==> config.mk <==
export PLATFORM = sky130hd
export DESIGN_NAME = rv_core
export DESIGN_NICKNAME = d
export VERILOG_FILES = /design/src/rv_pkg.sv /design/src/rv_fetch.sv /design/src/rv_decode.sv /design/src/rv_regs.sv /design/src/rv_exec.sv /design/src/rv_memory.sv /design/src/rv_hazard.sv /design/src/rv_core.sv
export SDC_FILE = /design/constraint.sdc
export NUM_CORES = 2
export LEC_CHECK = 0
export ABC_AREA = 1
export BUFFER_PORTS_ARGS = -buffer_cell sky130_fd_sc_hd__buf_2
export CORE_UTILIZATION = 24
export CTS_CLUSTER_DIAMETER = 60
export DETAILED_ROUTE_END_ITERATION = 12
export PLACE_DENSITY_LB_ADDON = 0.1
export SETUP_SLACK_MARGIN = 0.5
export SYNTH_ARGS = -nofsm -noshare
export SYNTH_HDL_FRONTEND = slang
export SYNTH_HIERARCHICAL = 1
export SYNTH_SLANG_ARGS = --single-unit
export TNS_END_PERCENT = 5
==> constraint.sdc <==
create_clock -name i_clk -period 18.2 [get_ports i_clk]
set_input_delay 1.82 -clock i_clk [delete_from_list [all_inputs] [get_ports i_clk]]
set_output_delay 1.82 -clock i_clk [all_outputs]
set_load 0.02 [all_outputs]
==> src/rv_pkg.sv <==
`default_nettype none

package rv_pkg;

    typedef logic [31:0] xlen_t;
    typedef logic [29:0] pc_t;      // word address
    typedef logic [4:0]  reg_idx_t;

    typedef enum logic [6:0] {
        OPC_OP     = 7'b0110011,
        OPC_OP_IMM = 7'b0010011,
        OPC_LUI    = 7'b0110111,
        OPC_LOAD   = 7'b0000011,
        OPC_STORE  = 7'b0100011,
        OPC_BRANCH = 7'b1100011,
        OPC_JAL    = 7'b1101111
    } opcode_e;

    typedef enum logic [3:0] {
        ALU_ADD, ALU_SUB, ALU_AND, ALU_OR, ALU_XOR,
        ALU_SLT, ALU_SLL, ALU_SRL, ALU_PASS_B
    } alu_op_e;

    typedef enum logic [1:0] {
        FWD_REG, FWD_MEM, FWD_WB
    } fwd_sel_e;

    typedef struct packed {
        logic [6:0] funct7;
        reg_idx_t   rs2;
        reg_idx_t   rs1;
        logic [2:0] funct3;
        reg_idx_t   rd;
        logic [6:0] opcode;
    } instr_r_t;

    typedef struct packed {
        logic [11:0] imm;
        reg_idx_t    rs1;
        logic [2:0]  funct3;
        reg_idx_t    rd;
        logic [6:0]  opcode;
    } instr_i_t;

    typedef struct packed {
        logic [6:0] imm_hi;
        reg_idx_t   rs2;
        reg_idx_t   rs1;
        logic [2:0] funct3;
        logic [4:0] imm_lo;
        logic [6:0] opcode;
    } instr_s_t;

    typedef struct packed {
        logic       imm12;
        logic [5:0] imm10_5;
        reg_idx_t   rs2;
        reg_idx_t   rs1;
        logic [2:0] funct3;
        logic [3:0] imm4_1;
        logic       imm11;
        logic [6:0] opcode;
    } instr_b_t;

    typedef struct packed {
        logic [19:0] imm;
        reg_idx_t    rd;
        logic [6:0]  opcode;
    } instr_u_t;

    typedef struct packed {
        logic       imm20;
        logic [9:0] imm10_1;
        logic       imm11;
        logic [7:0] imm19_12;
        reg_idx_t   rd;
        logic [6:0] opcode;
    } instr_j_t;

    // one instruction word, six views
    typedef union packed {
        instr_r_t r;
        instr_i_t i;
        instr_s_t s;
        instr_b_t b;
        instr_u_t u;
        instr_j_t j;
    } instr_u;

    typedef struct packed {
        alu_op_e alu_op;
        logic    use_imm;   // operand b from immediate
        logic    reg_write;
        logic    mem_read;
        logic    mem_write;
        logic    branch;
        logic    branch_ne;
        logic    jump;
    } ex_ctrl_t;

    typedef struct packed {
        logic     valid;
        pc_t      pc;
        reg_idx_t rs1;
        reg_idx_t rs2;
        reg_idx_t rd;
        xlen_t    imm;
        ex_ctrl_t ctrl;
    } dec_ex_t;

    typedef struct packed {
        logic     valid;
        reg_idx_t rd;
        xlen_t    result;   // alu result or link
        xlen_t    store_data;
        logic     reg_write;
        logic     mem_read;
        logic     mem_write;
    } ex_mem_t;

    typedef struct packed {
        logic     valid;
        reg_idx_t rd;
        logic     reg_write;
        xlen_t    data;
    } mem_wb_t;

endpackage

`default_nettype wire

==> src/rv_fetch.sv <==
`timescale 1ns/1ps
`default_nettype none

module rv_fetch
    import rv_pkg::*;
#(
    parameter xlen_t reset_addr = 32'h0000_0000
)
(
    input  wire      i_clk,
    input  wire      i_rst,
    input  wire      i_hold,
    input  wire      i_redirect,
    input  wire pc_t i_target,
    output pc_t      o_pc
);

    pc_t r_pc;

    always_ff @(posedge i_clk)
    begin
        if (i_rst)
            r_pc <= reset_addr[31:2];
        else if (i_redirect)
            r_pc <= i_target;       // wins over hold
        else if (!i_hold)
            r_pc <= r_pc + 30'd1;
    end

    assign o_pc = r_pc;

endmodule

`default_nettype wire

==> src/rv_decode.sv <==
`timescale 1ns/1ps
`default_nettype none

module rv_decode
    import rv_pkg::*;
(
    input  wire         i_clk,
    input  wire         i_rst,
    input  wire         i_hold,
    input  wire         i_flush,
    input  wire instr_u i_instr,
    input  wire         i_fetch_done,
    input  wire pc_t    i_pc,
    output dec_ex_t     o_dec
);

    logic     r_valid;
    instr_u   r_instr;
    pc_t      r_pc;
    ex_ctrl_t w_ctrl;
    xlen_t    w_imm;
    xlen_t    w_imm_i;
    xlen_t    w_imm_s;
    xlen_t    w_imm_b;
    xlen_t    w_imm_u;
    xlen_t    w_imm_j;

    function automatic alu_op_e alu_from_funct(input logic [2:0] funct3, input logic alt);
        case (funct3)
            3'b000:  return alt ? ALU_SUB : ALU_ADD;
            3'b001:  return ALU_SLL;
            3'b010:  return ALU_SLT;
            3'b100:  return ALU_XOR;
            3'b101:  return ALU_SRL;
            3'b110:  return ALU_OR;
            3'b111:  return ALU_AND;
            default: return ALU_ADD;
        endcase
    endfunction

    always_ff @(posedge i_clk)
    begin
        if (i_rst || i_flush)
        begin
            r_valid <= 1'b0;
        end
        else if (!i_hold)
        begin
            r_valid <= i_fetch_done;    // no fetch, bubble
            r_instr <= i_instr;
            r_pc    <= i_pc;
        end
    end

    assign w_imm_i = {{20{r_instr.i.imm[11]}}, r_instr.i.imm};
    assign w_imm_s = {{20{r_instr.s.imm_hi[6]}}, r_instr.s.imm_hi, r_instr.s.imm_lo};
    assign w_imm_b = {{19{r_instr.b.imm12}}, r_instr.b.imm12, r_instr.b.imm11,
                      r_instr.b.imm10_5, r_instr.b.imm4_1, 1'b0};
    assign w_imm_u = {r_instr.u.imm, 12'b0};
    assign w_imm_j = {{11{r_instr.j.imm20}}, r_instr.j.imm20, r_instr.j.imm19_12,
                      r_instr.j.imm11, r_instr.j.imm10_1, 1'b0};

    always_comb
    begin
        w_ctrl = '0;
        w_imm  = w_imm_i;
        case (opcode_e'(r_instr.r.opcode))
            OPC_OP:
            begin
                w_ctrl.alu_op    = alu_from_funct(r_instr.r.funct3, r_instr.r.funct7[5]);
                w_ctrl.reg_write = 1'b1;
            end
            OPC_OP_IMM:
            begin
                w_ctrl.alu_op    = alu_from_funct(r_instr.i.funct3, 1'b0);
                w_ctrl.use_imm   = 1'b1;
                w_ctrl.reg_write = 1'b1;
            end
            OPC_LUI:
            begin
                w_imm            = w_imm_u;
                w_ctrl.alu_op    = ALU_PASS_B;
                w_ctrl.use_imm   = 1'b1;
                w_ctrl.reg_write = 1'b1;
            end
            OPC_LOAD:
            begin
                w_ctrl.use_imm   = 1'b1;
                w_ctrl.reg_write = 1'b1;
                w_ctrl.mem_read  = 1'b1;
            end
            OPC_STORE:
            begin
                w_imm            = w_imm_s;
                w_ctrl.use_imm   = 1'b1;
                w_ctrl.mem_write = 1'b1;
            end
            OPC_BRANCH:
            begin
                w_imm            = w_imm_b;
                w_ctrl.branch    = 1'b1;
                w_ctrl.branch_ne = r_instr.b.funct3[0];   // bne
            end
            OPC_JAL:
            begin
                w_imm            = w_imm_j;
                w_ctrl.alu_op    = ALU_PASS_B;
                w_ctrl.reg_write = 1'b1;
                w_ctrl.jump      = 1'b1;
            end
            default: ;  // no-op
        endcase
    end

    always_comb
    begin
        o_dec.valid = r_valid;
        o_dec.pc    = r_pc;
        o_dec.rs1   = r_instr.r.rs1;
        o_dec.rs2   = r_instr.r.rs2;
        o_dec.rd    = r_instr.r.rd;
        o_dec.imm   = w_imm;
        o_dec.ctrl  = w_ctrl;
    end

endmodule

`default_nettype wire

==> src/rv_regs.sv <==
`timescale 1ns/1ps
`default_nettype none

module rv_regs
    import rv_pkg::*;
(
    input  wire           i_clk,
    input  wire reg_idx_t i_rs1,
    input  wire reg_idx_t i_rs2,
    input  wire mem_wb_t  i_wb,
    output xlen_t         o_rs1_val,
    output xlen_t         o_rs2_val
);

    xlen_t r_file [32];
    logic  w_write;

    function automatic xlen_t read_port(input reg_idx_t idx);
        if (idx == '0)
            return '0;
        else if (w_write && i_wb.rd == idx)
            return i_wb.data;   // write-through
        else
            return r_file[idx];
    endfunction

    assign w_write = i_wb.valid & i_wb.reg_write & (i_wb.rd != '0);

    always_ff @(posedge i_clk)
    begin
        if (w_write)
            r_file[i_wb.rd] <= i_wb.data;
    end

    always_comb
    begin
        o_rs1_val = read_port(i_rs1);
        o_rs2_val = read_port(i_rs2);
    end

endmodule

`default_nettype wire

==> src/rv_exec.sv <==
`timescale 1ns/1ps
`default_nettype none

module rv_exec
    import rv_pkg::*;
(
    input  wire           i_clk,
    input  wire           i_rst,
    input  wire           i_hold,
    input  wire           i_flush,
    input  wire dec_ex_t  i_dec,
    input  wire xlen_t    i_rs1_val,
    input  wire xlen_t    i_rs2_val,
    input  wire fwd_sel_e i_fwd_rs1,
    input  wire fwd_sel_e i_fwd_rs2,
    input  wire xlen_t    i_mem_val,
    input  wire mem_wb_t  i_wb,
    output ex_mem_t       o_ex,
    output dec_ex_t       o_stage,
    output logic          o_redirect,
    output pc_t           o_target
);

    dec_ex_t r_stage;
    xlen_t   r_rs1_val;
    xlen_t   r_rs2_val;
    xlen_t   w_op_a;
    xlen_t   w_op_b;
    xlen_t   w_alu_b;
    xlen_t   w_alu_res;
    pc_t     w_link;
    logic    w_taken;

    always_ff @(posedge i_clk)
    begin
        if (i_rst)
        begin
            r_stage.valid <= 1'b0;
        end
        else if (i_hold)
        begin
            // producer may leave write stage while we wait
            r_rs1_val <= w_op_a;
            r_rs2_val <= w_op_b;
        end
        else
        begin
            r_stage       <= i_dec;
            r_stage.valid <= i_dec.valid & ~i_flush;
            r_rs1_val     <= i_rs1_val;
            r_rs2_val     <= i_rs2_val;
        end
    end

    always_comb
    begin
        case (i_fwd_rs1)
            FWD_MEM: w_op_a = i_mem_val;
            FWD_WB:  w_op_a = i_wb.data;
            default: w_op_a = r_rs1_val;
        endcase
        case (i_fwd_rs2)
            FWD_MEM: w_op_b = i_mem_val;
            FWD_WB:  w_op_b = i_wb.data;
            default: w_op_b = r_rs2_val;
        endcase
    end

    assign w_alu_b = r_stage.ctrl.use_imm ? r_stage.imm : w_op_b;

    always_comb
    begin
        case (r_stage.ctrl.alu_op)
            ALU_ADD:    w_alu_res = w_op_a + w_alu_b;
            ALU_SUB:    w_alu_res = w_op_a - w_alu_b;
            ALU_AND:    w_alu_res = w_op_a & w_alu_b;
            ALU_OR:     w_alu_res = w_op_a | w_alu_b;
            ALU_XOR:    w_alu_res = w_op_a ^ w_alu_b;
            ALU_SLT:    w_alu_res = {31'b0, $signed(w_op_a) < $signed(w_alu_b)};
            ALU_SLL:    w_alu_res = w_op_a << w_alu_b[4:0];
            ALU_SRL:    w_alu_res = w_op_a >> w_alu_b[4:0];
            ALU_PASS_B: w_alu_res = w_alu_b;
            default:    w_alu_res = '0;
        endcase
    end

    assign w_taken    = r_stage.ctrl.branch & (r_stage.ctrl.branch_ne ^ (w_op_a == w_op_b));
    assign w_link     = r_stage.pc + 30'd1;
    assign o_target   = r_stage.pc + r_stage.imm[31:2];
    assign o_redirect = r_stage.valid & (w_taken | r_stage.ctrl.jump);
    assign o_stage    = r_stage;

    always_comb
    begin
        o_ex.valid      = r_stage.valid;
        o_ex.rd         = r_stage.rd;
        o_ex.result     = r_stage.ctrl.jump ? {w_link, 2'b00} : w_alu_res;
        o_ex.store_data = w_op_b;
        o_ex.reg_write  = r_stage.ctrl.reg_write;
        o_ex.mem_read   = r_stage.ctrl.mem_read;
        o_ex.mem_write  = r_stage.ctrl.mem_write;
    end

endmodule

`default_nettype wire

==> src/rv_memory.sv <==
`timescale 1ns/1ps
`default_nettype none

module rv_memory
    import rv_pkg::*;
(
    input  wire          i_clk,
    input  wire          i_rst,
    input  wire          i_hold,
    input  wire ex_mem_t i_ex,
    input  wire xlen_t   i_rdata,
    output ex_mem_t      o_mem,
    output mem_wb_t      o_wb
);

    ex_mem_t r_mem;
    mem_wb_t r_wb;

    always_ff @(posedge i_clk)
    begin
        if (i_rst)
        begin
            r_mem.valid <= 1'b0;
            r_wb.valid  <= 1'b0;
        end
        else
        begin
            if (!i_hold)
                r_mem <= i_ex;
            // access still pending, write stage gets a bubble
            r_wb.valid     <= r_mem.valid & ~i_hold;
            r_wb.rd        <= r_mem.rd;
            r_wb.reg_write <= r_mem.reg_write;
            r_wb.data      <= r_mem.mem_read ? i_rdata : r_mem.result;
        end
    end

    assign o_mem = r_mem;
    assign o_wb  = r_wb;

endmodule

`default_nettype wire

==> src/rv_hazard.sv <==
`timescale 1ns/1ps
`default_nettype none

module rv_hazard
    import rv_pkg::*;
(
    input  wire dec_ex_t i_dec,
    input  wire dec_ex_t i_ex_stage,
    input  wire ex_mem_t i_mem,
    input  wire mem_wb_t i_wb,
    input  wire          i_redirect,
    input  wire          i_bus_ack,
    output fwd_sel_e     o_fwd_rs1,
    output fwd_sel_e     o_fwd_rs2,
    output logic         o_fetch_hold,
    output logic         o_dec_hold,
    output logic         o_dec_flush,
    output logic         o_ex_hold,
    output logic         o_ex_flush,
    output logic         o_mem_hold
);

    logic w_data_access;
    logic w_data_stall;
    logic w_load_use;

    // memory stage is the younger producer, so it wins
    function automatic fwd_sel_e fwd_src(input reg_idx_t rs, input ex_mem_t mem,
                                         input mem_wb_t wb);
        if (rs != '0 && mem.valid && mem.reg_write && mem.rd == rs)
            return FWD_MEM;
        else if (rs != '0 && wb.valid && wb.reg_write && wb.rd == rs)
            return FWD_WB;
        else
            return FWD_REG;
    endfunction

    assign o_fwd_rs1 = fwd_src(i_ex_stage.rs1, i_mem, i_wb);
    assign o_fwd_rs2 = fwd_src(i_ex_stage.rs2, i_mem, i_wb);

    assign w_data_access = i_mem.valid & (i_mem.mem_read | i_mem.mem_write);
    assign w_data_stall  = w_data_access & ~i_bus_ack;

    assign w_load_use = i_ex_stage.valid & i_ex_stage.ctrl.mem_read & (i_ex_stage.rd != '0)
                      & i_dec.valid
                      & ((i_ex_stage.rd == i_dec.rs1) | (i_ex_stage.rd == i_dec.rs2));

    // fetch waits for its own ack and for a free bus
    assign o_fetch_hold = w_data_access | ~i_bus_ack | w_load_use;
    assign o_dec_hold   = w_data_stall | w_load_use;
    // redirect stays up while execute is held, flush once it moves
    assign o_dec_flush  = i_redirect & ~w_data_stall;
    assign o_ex_hold    = w_data_stall;
    assign o_ex_flush   = (i_redirect | w_load_use) & ~w_data_stall;
    assign o_mem_hold   = w_data_stall;

endmodule

`default_nettype wire

==> src/rv_core.sv <==
`timescale 1ns/1ps
`default_nettype none

module rv_core
    import rv_pkg::*;
#(
    parameter xlen_t reset_addr = 32'h0000_0000
)
(
    input  wire        i_clk,
    input  wire        i_rst,
    output xlen_t      o_wb_adr,
    output xlen_t      o_wb_dat,
    output logic       o_wb_we,
    input  wire xlen_t i_wb_dat,
    input  wire        i_wb_ack
);

    pc_t      w_pc;
    dec_ex_t  w_dec;
    dec_ex_t  w_ex_stage;
    ex_mem_t  w_ex;
    ex_mem_t  w_mem;
    mem_wb_t  w_wb;
    xlen_t    w_rs1_val;
    xlen_t    w_rs2_val;
    fwd_sel_e w_fwd_rs1;
    fwd_sel_e w_fwd_rs2;
    logic     w_redirect;
    pc_t      w_target;
    logic     w_fetch_hold;
    logic     w_dec_hold;
    logic     w_dec_flush;
    logic     w_ex_hold;
    logic     w_ex_flush;
    logic     w_mem_hold;
    logic     w_data_access;
    logic     w_fetch_done;

    rv_fetch #(
        .reset_addr (reset_addr)
    ) u_fetch (
        .i_clk      (i_clk),
        .i_rst      (i_rst),
        .i_hold     (w_fetch_hold),
        .i_redirect (w_redirect),
        .i_target   (w_target),
        .o_pc       (w_pc)
    );

    rv_decode u_decode (
        .i_clk        (i_clk),
        .i_rst        (i_rst),
        .i_hold       (w_dec_hold),
        .i_flush      (w_dec_flush),
        .i_instr      (instr_u'(i_wb_dat)),
        .i_fetch_done (w_fetch_done),
        .i_pc         (w_pc),
        .o_dec        (w_dec)
    );

    rv_regs u_regs (
        .i_clk     (i_clk),
        .i_rs1     (w_dec.rs1),
        .i_rs2     (w_dec.rs2),
        .i_wb      (w_wb),
        .o_rs1_val (w_rs1_val),
        .o_rs2_val (w_rs2_val)
    );

    rv_exec u_exec (
        .i_clk      (i_clk),
        .i_rst      (i_rst),
        .i_hold     (w_ex_hold),
        .i_flush    (w_ex_flush),
        .i_dec      (w_dec),
        .i_rs1_val  (w_rs1_val),
        .i_rs2_val  (w_rs2_val),
        .i_fwd_rs1  (w_fwd_rs1),
        .i_fwd_rs2  (w_fwd_rs2),
        .i_mem_val  (w_mem.result),
        .i_wb       (w_wb),
        .o_ex       (w_ex),
        .o_stage    (w_ex_stage),
        .o_redirect (w_redirect),
        .o_target   (w_target)
    );

    rv_memory u_memory (
        .i_clk   (i_clk),
        .i_rst   (i_rst),
        .i_hold  (w_mem_hold),
        .i_ex    (w_ex),
        .i_rdata (i_wb_dat),
        .o_mem   (w_mem),
        .o_wb    (w_wb)
    );

    rv_hazard u_hazard (
        .i_dec        (w_dec),
        .i_ex_stage   (w_ex_stage),
        .i_mem        (w_mem),
        .i_wb         (w_wb),
        .i_redirect   (w_redirect),
        .i_bus_ack    (i_wb_ack),
        .o_fwd_rs1    (w_fwd_rs1),
        .o_fwd_rs2    (w_fwd_rs2),
        .o_fetch_hold (w_fetch_hold),
        .o_dec_hold   (w_dec_hold),
        .o_dec_flush  (w_dec_flush),
        .o_ex_hold    (w_ex_hold),
        .o_ex_flush   (w_ex_flush),
        .o_mem_hold   (w_mem_hold)
    );

    // data access owns the bus, fetch gets the rest
    assign w_data_access = w_mem.valid & (w_mem.mem_read | w_mem.mem_write);
    assign w_fetch_done  = i_wb_ack & ~w_data_access;

    assign o_wb_adr = w_data_access ? w_mem.result : {w_pc, 2'b00};
    assign o_wb_dat = w_mem.store_data;
    assign o_wb_we  = w_data_access & w_mem.mem_write;

endmodule

`default_nettype wire

==> reports/results.txt <==
via count = 75,915
setup ws final = 11.72 ns
Hold WC Path Type = register to register
met2 GRT Util = 40.0%
layout cells sized above 1 = 8.58%
crit path capture type = register
CTS Sinks = 1,382
Final min period = 6.48 ns
RSZ-0062 raised after global routing = false
initial antenna violation count = 29
GRT overflow = 0
Setup-failing EPs final = 0
Ys Warns = 6
Die Area = 0.349 mm2
CP required = 18.80 ns
critical setup path kind = register to register
# port buffers = 99
DP Worst Slack = 11.86 ns
Post-Route WL = 433,000 um
CTS root buffer = clkbuf_16
vias in the first global route = 71,817
max incr delay on CP = 0.65 ns
Clock Tree Buf Depth = 4
Layout Nets = 10,390
Worst Tran Pin Value = 1.19 ns
PD cells = 97.3 mW/mm2
Fin Setup TNS = 0 ns
initial DRC count = 7,968
CTS tree = yes
Inserted Clock Buffers = 193
GR Util met1 = 32.2%
area grow syn2layout = 13.6%
Reg clk slew, reported paths = 0.06 ns
busiest grt layer = met2
Top delay family on crit path = simple AND/OR/NAND/NOR gates
Die Width = 591 um
number of failing hold endpoints at the final stage = 0
RePlAce Congestion = 0.941
Core Util, Final = 27.5%
Die Y = 591 um
average cell area after synthesis = 8.05 um2
Clk Latency, worst-skew pair = 0.90 ns
fin. max-slew vios = 0
Slew headroom = 20.4%
H-tree depth = 4
Clock Skews = 0.0543 ns
Crit-path slowest cell = buf_4
max frequency = 154 MHz
drt pass-1 iters = 7
met3 usage = 2.57%
HPWL after DPL = 278,000 um
Initial Util = 24.2%
Mapped Area = 0.0832 mm2
io pins = 100
Worst VDD drop = 68.4 uV
WL per Instance = 29.0 um
status = complete, no violations
Total GRT Usage = 24.0%
core area = 0.344 mm2
post_cts resized = 0
final worst-path cycle share = 35.6%
dpl cells = 14,582
CP most frequent cell = nand2_1
Post-route DRC = 0
Crit Path Max Fanout = 55
Worst EP arrival = 7.08 ns
Layout fillers = 36,953
first-pass GRT wire length = 591,000 um
std cell rows = 215
Post-CTS Hold Buffers = 0
largest net degree at the start of global routing = 179
Routed Antenna Nets = 0
Leak = 37.7 nW
max_cap viols = 0
Pwr Total = 9.19 mW
Crit path buffers/inverters = 6
non-filler cells, final = 14,945
Startpoint Class = register
Setup Buffers After CTS = 0
Via density = 5.08
Post-Syn Instances = 10,328
==> final timing paths <==
check / start / to / slack, ns / cells after the start
worst max-delay path: u_memory/o_wb[35]$_DFFE_PN_ / u_memory/o_mem[66]$_DFFE_PP_ / 11.72 / 30
worst min-delay path: u_decode/r_pc[29]$_DFFE_PP_ / u_exec/o_stage[87]$_DFFE_PP_ / 0.41 / 0
worst max register to register: u_memory/o_wb[35]$_DFFE_PN_ / u_memory/o_mem[66]$_DFFE_PP_ / 11.72 / 30
worst min register to register: u_decode/r_pc[29]$_DFFE_PP_ / u_exec/o_stage[87]$_DFFE_PP_ / 0.41 / 0
==> state kept, by name, indices dropped and copies added, names as in the netlist <==
name	count
u_exec/r_rs2_val	32
u_memory/o_wb	39
u_decode/r_valid	1
u_decode/r_instr	32
u_exec/r_rs1_val	32
u_exec/o_stage	80
u_decode/r_pc	30
u_regs/r_file	1024
u_exec/o_ex	9
u_memory/o_mem	73
u_fetch/o_pc	30
==> cell usage in the layout, fill, tap and decap left out, types with 8 or more instances in the layout <==
| cell type | instances |
|---|---|
| dfxtp_1 | 34 |
| o211ai_1 | 281 |
| nor2_1 | 662 |
| a211oi_1 | 15 |
| buf_12 | 11 |
| nor2_4 | 50 |
| clkinv_1 | 40 |
| inv_2 | 24 |
| nand3b_1 | 15 |
| inv_1 | 1069 |
| clkbuf_16 | 195 |
| clkinv_2 | 32 |
| inv_8 | 8 |
| nand3_1 | 1529 |
| a21boi_0 | 9 |
| edfxtp_1 | 1348 |
| diode_2 | 16 |
| ha_1 | 132 |
| nor2_2 | 17 |
| a21oi_1 | 436 |
| xor2_1 | 49 |
| o22ai_1 | 15 |
| or2_2 | 88 |
| conb_1 | 32 |
| a31oi_1 | 17 |
| xnor2_1 | 29 |
| o21ai_2 | 66 |
| clkbuf_1 | 31 |
| inv_6 | 17 |
| o21a_1 | 23 |
| buf_2 | 99 |
| nand2_1 | 2863 |
| o21bai_1 | 10 |
| buf_4 | 197 |
| o21ai_0 | 652 |
| nand4_1 | 69 |
| o21ai_1 | 49 |
| bufinv_16 | 17 |
| nand2_2 | 24 |
| nor3_1 | 38 |
==> report_power, final <==
group | switching [mW] | total [mW] | internal [mW] | leakage (nW)
Sequential | 0.103 | 3.71 | 3.60 | 12.7
Combinational | 1.29 | 1.69 | 0.398 | 22.0
Clock | 1.59 | 3.79 | 2.21 | 3.01
==> layer usage <==
metal	wire, um	vias up
li1	-	34507
met1	190000	37943
met2	202000	2854
met3	23800	603
met4	17500	8
met5	47	-
==> area by class of cell <==
class | instances | area, um2 | share of cell area [%]
timing repair buffer | 307 | 2190 | 2.32
multi-input combinational | 7235 | 35100 | 37.2
antenna | 16 | 40.0 | 0.0424
sequential | 1382 | 41200 | 43.6
tap | 4557 | 5700 | 6.03
inverter | 1101 | 4170 | 4.41
clock inverter | 120 | 1110 | 1.18
clock buffer | 227 | 5010 | 5.30
==> stage by stage <==
| stage | hold WS [ns] | area, um2 |
|---|---|---|
| 6_report | 0.406 | 94500 |
| 5_1_grt | 0.424 | 94500 |
| 4_1_cts | 0.418 | 94500 |
| 3_5_place_dp | 0.405 | 88300 |
| 3_3_place_gp | 0.401 | 88300 |
| 2_1_floorplan | 0.400 | 83300 |
Note: power is estimated with default switching activity, not from simulation.
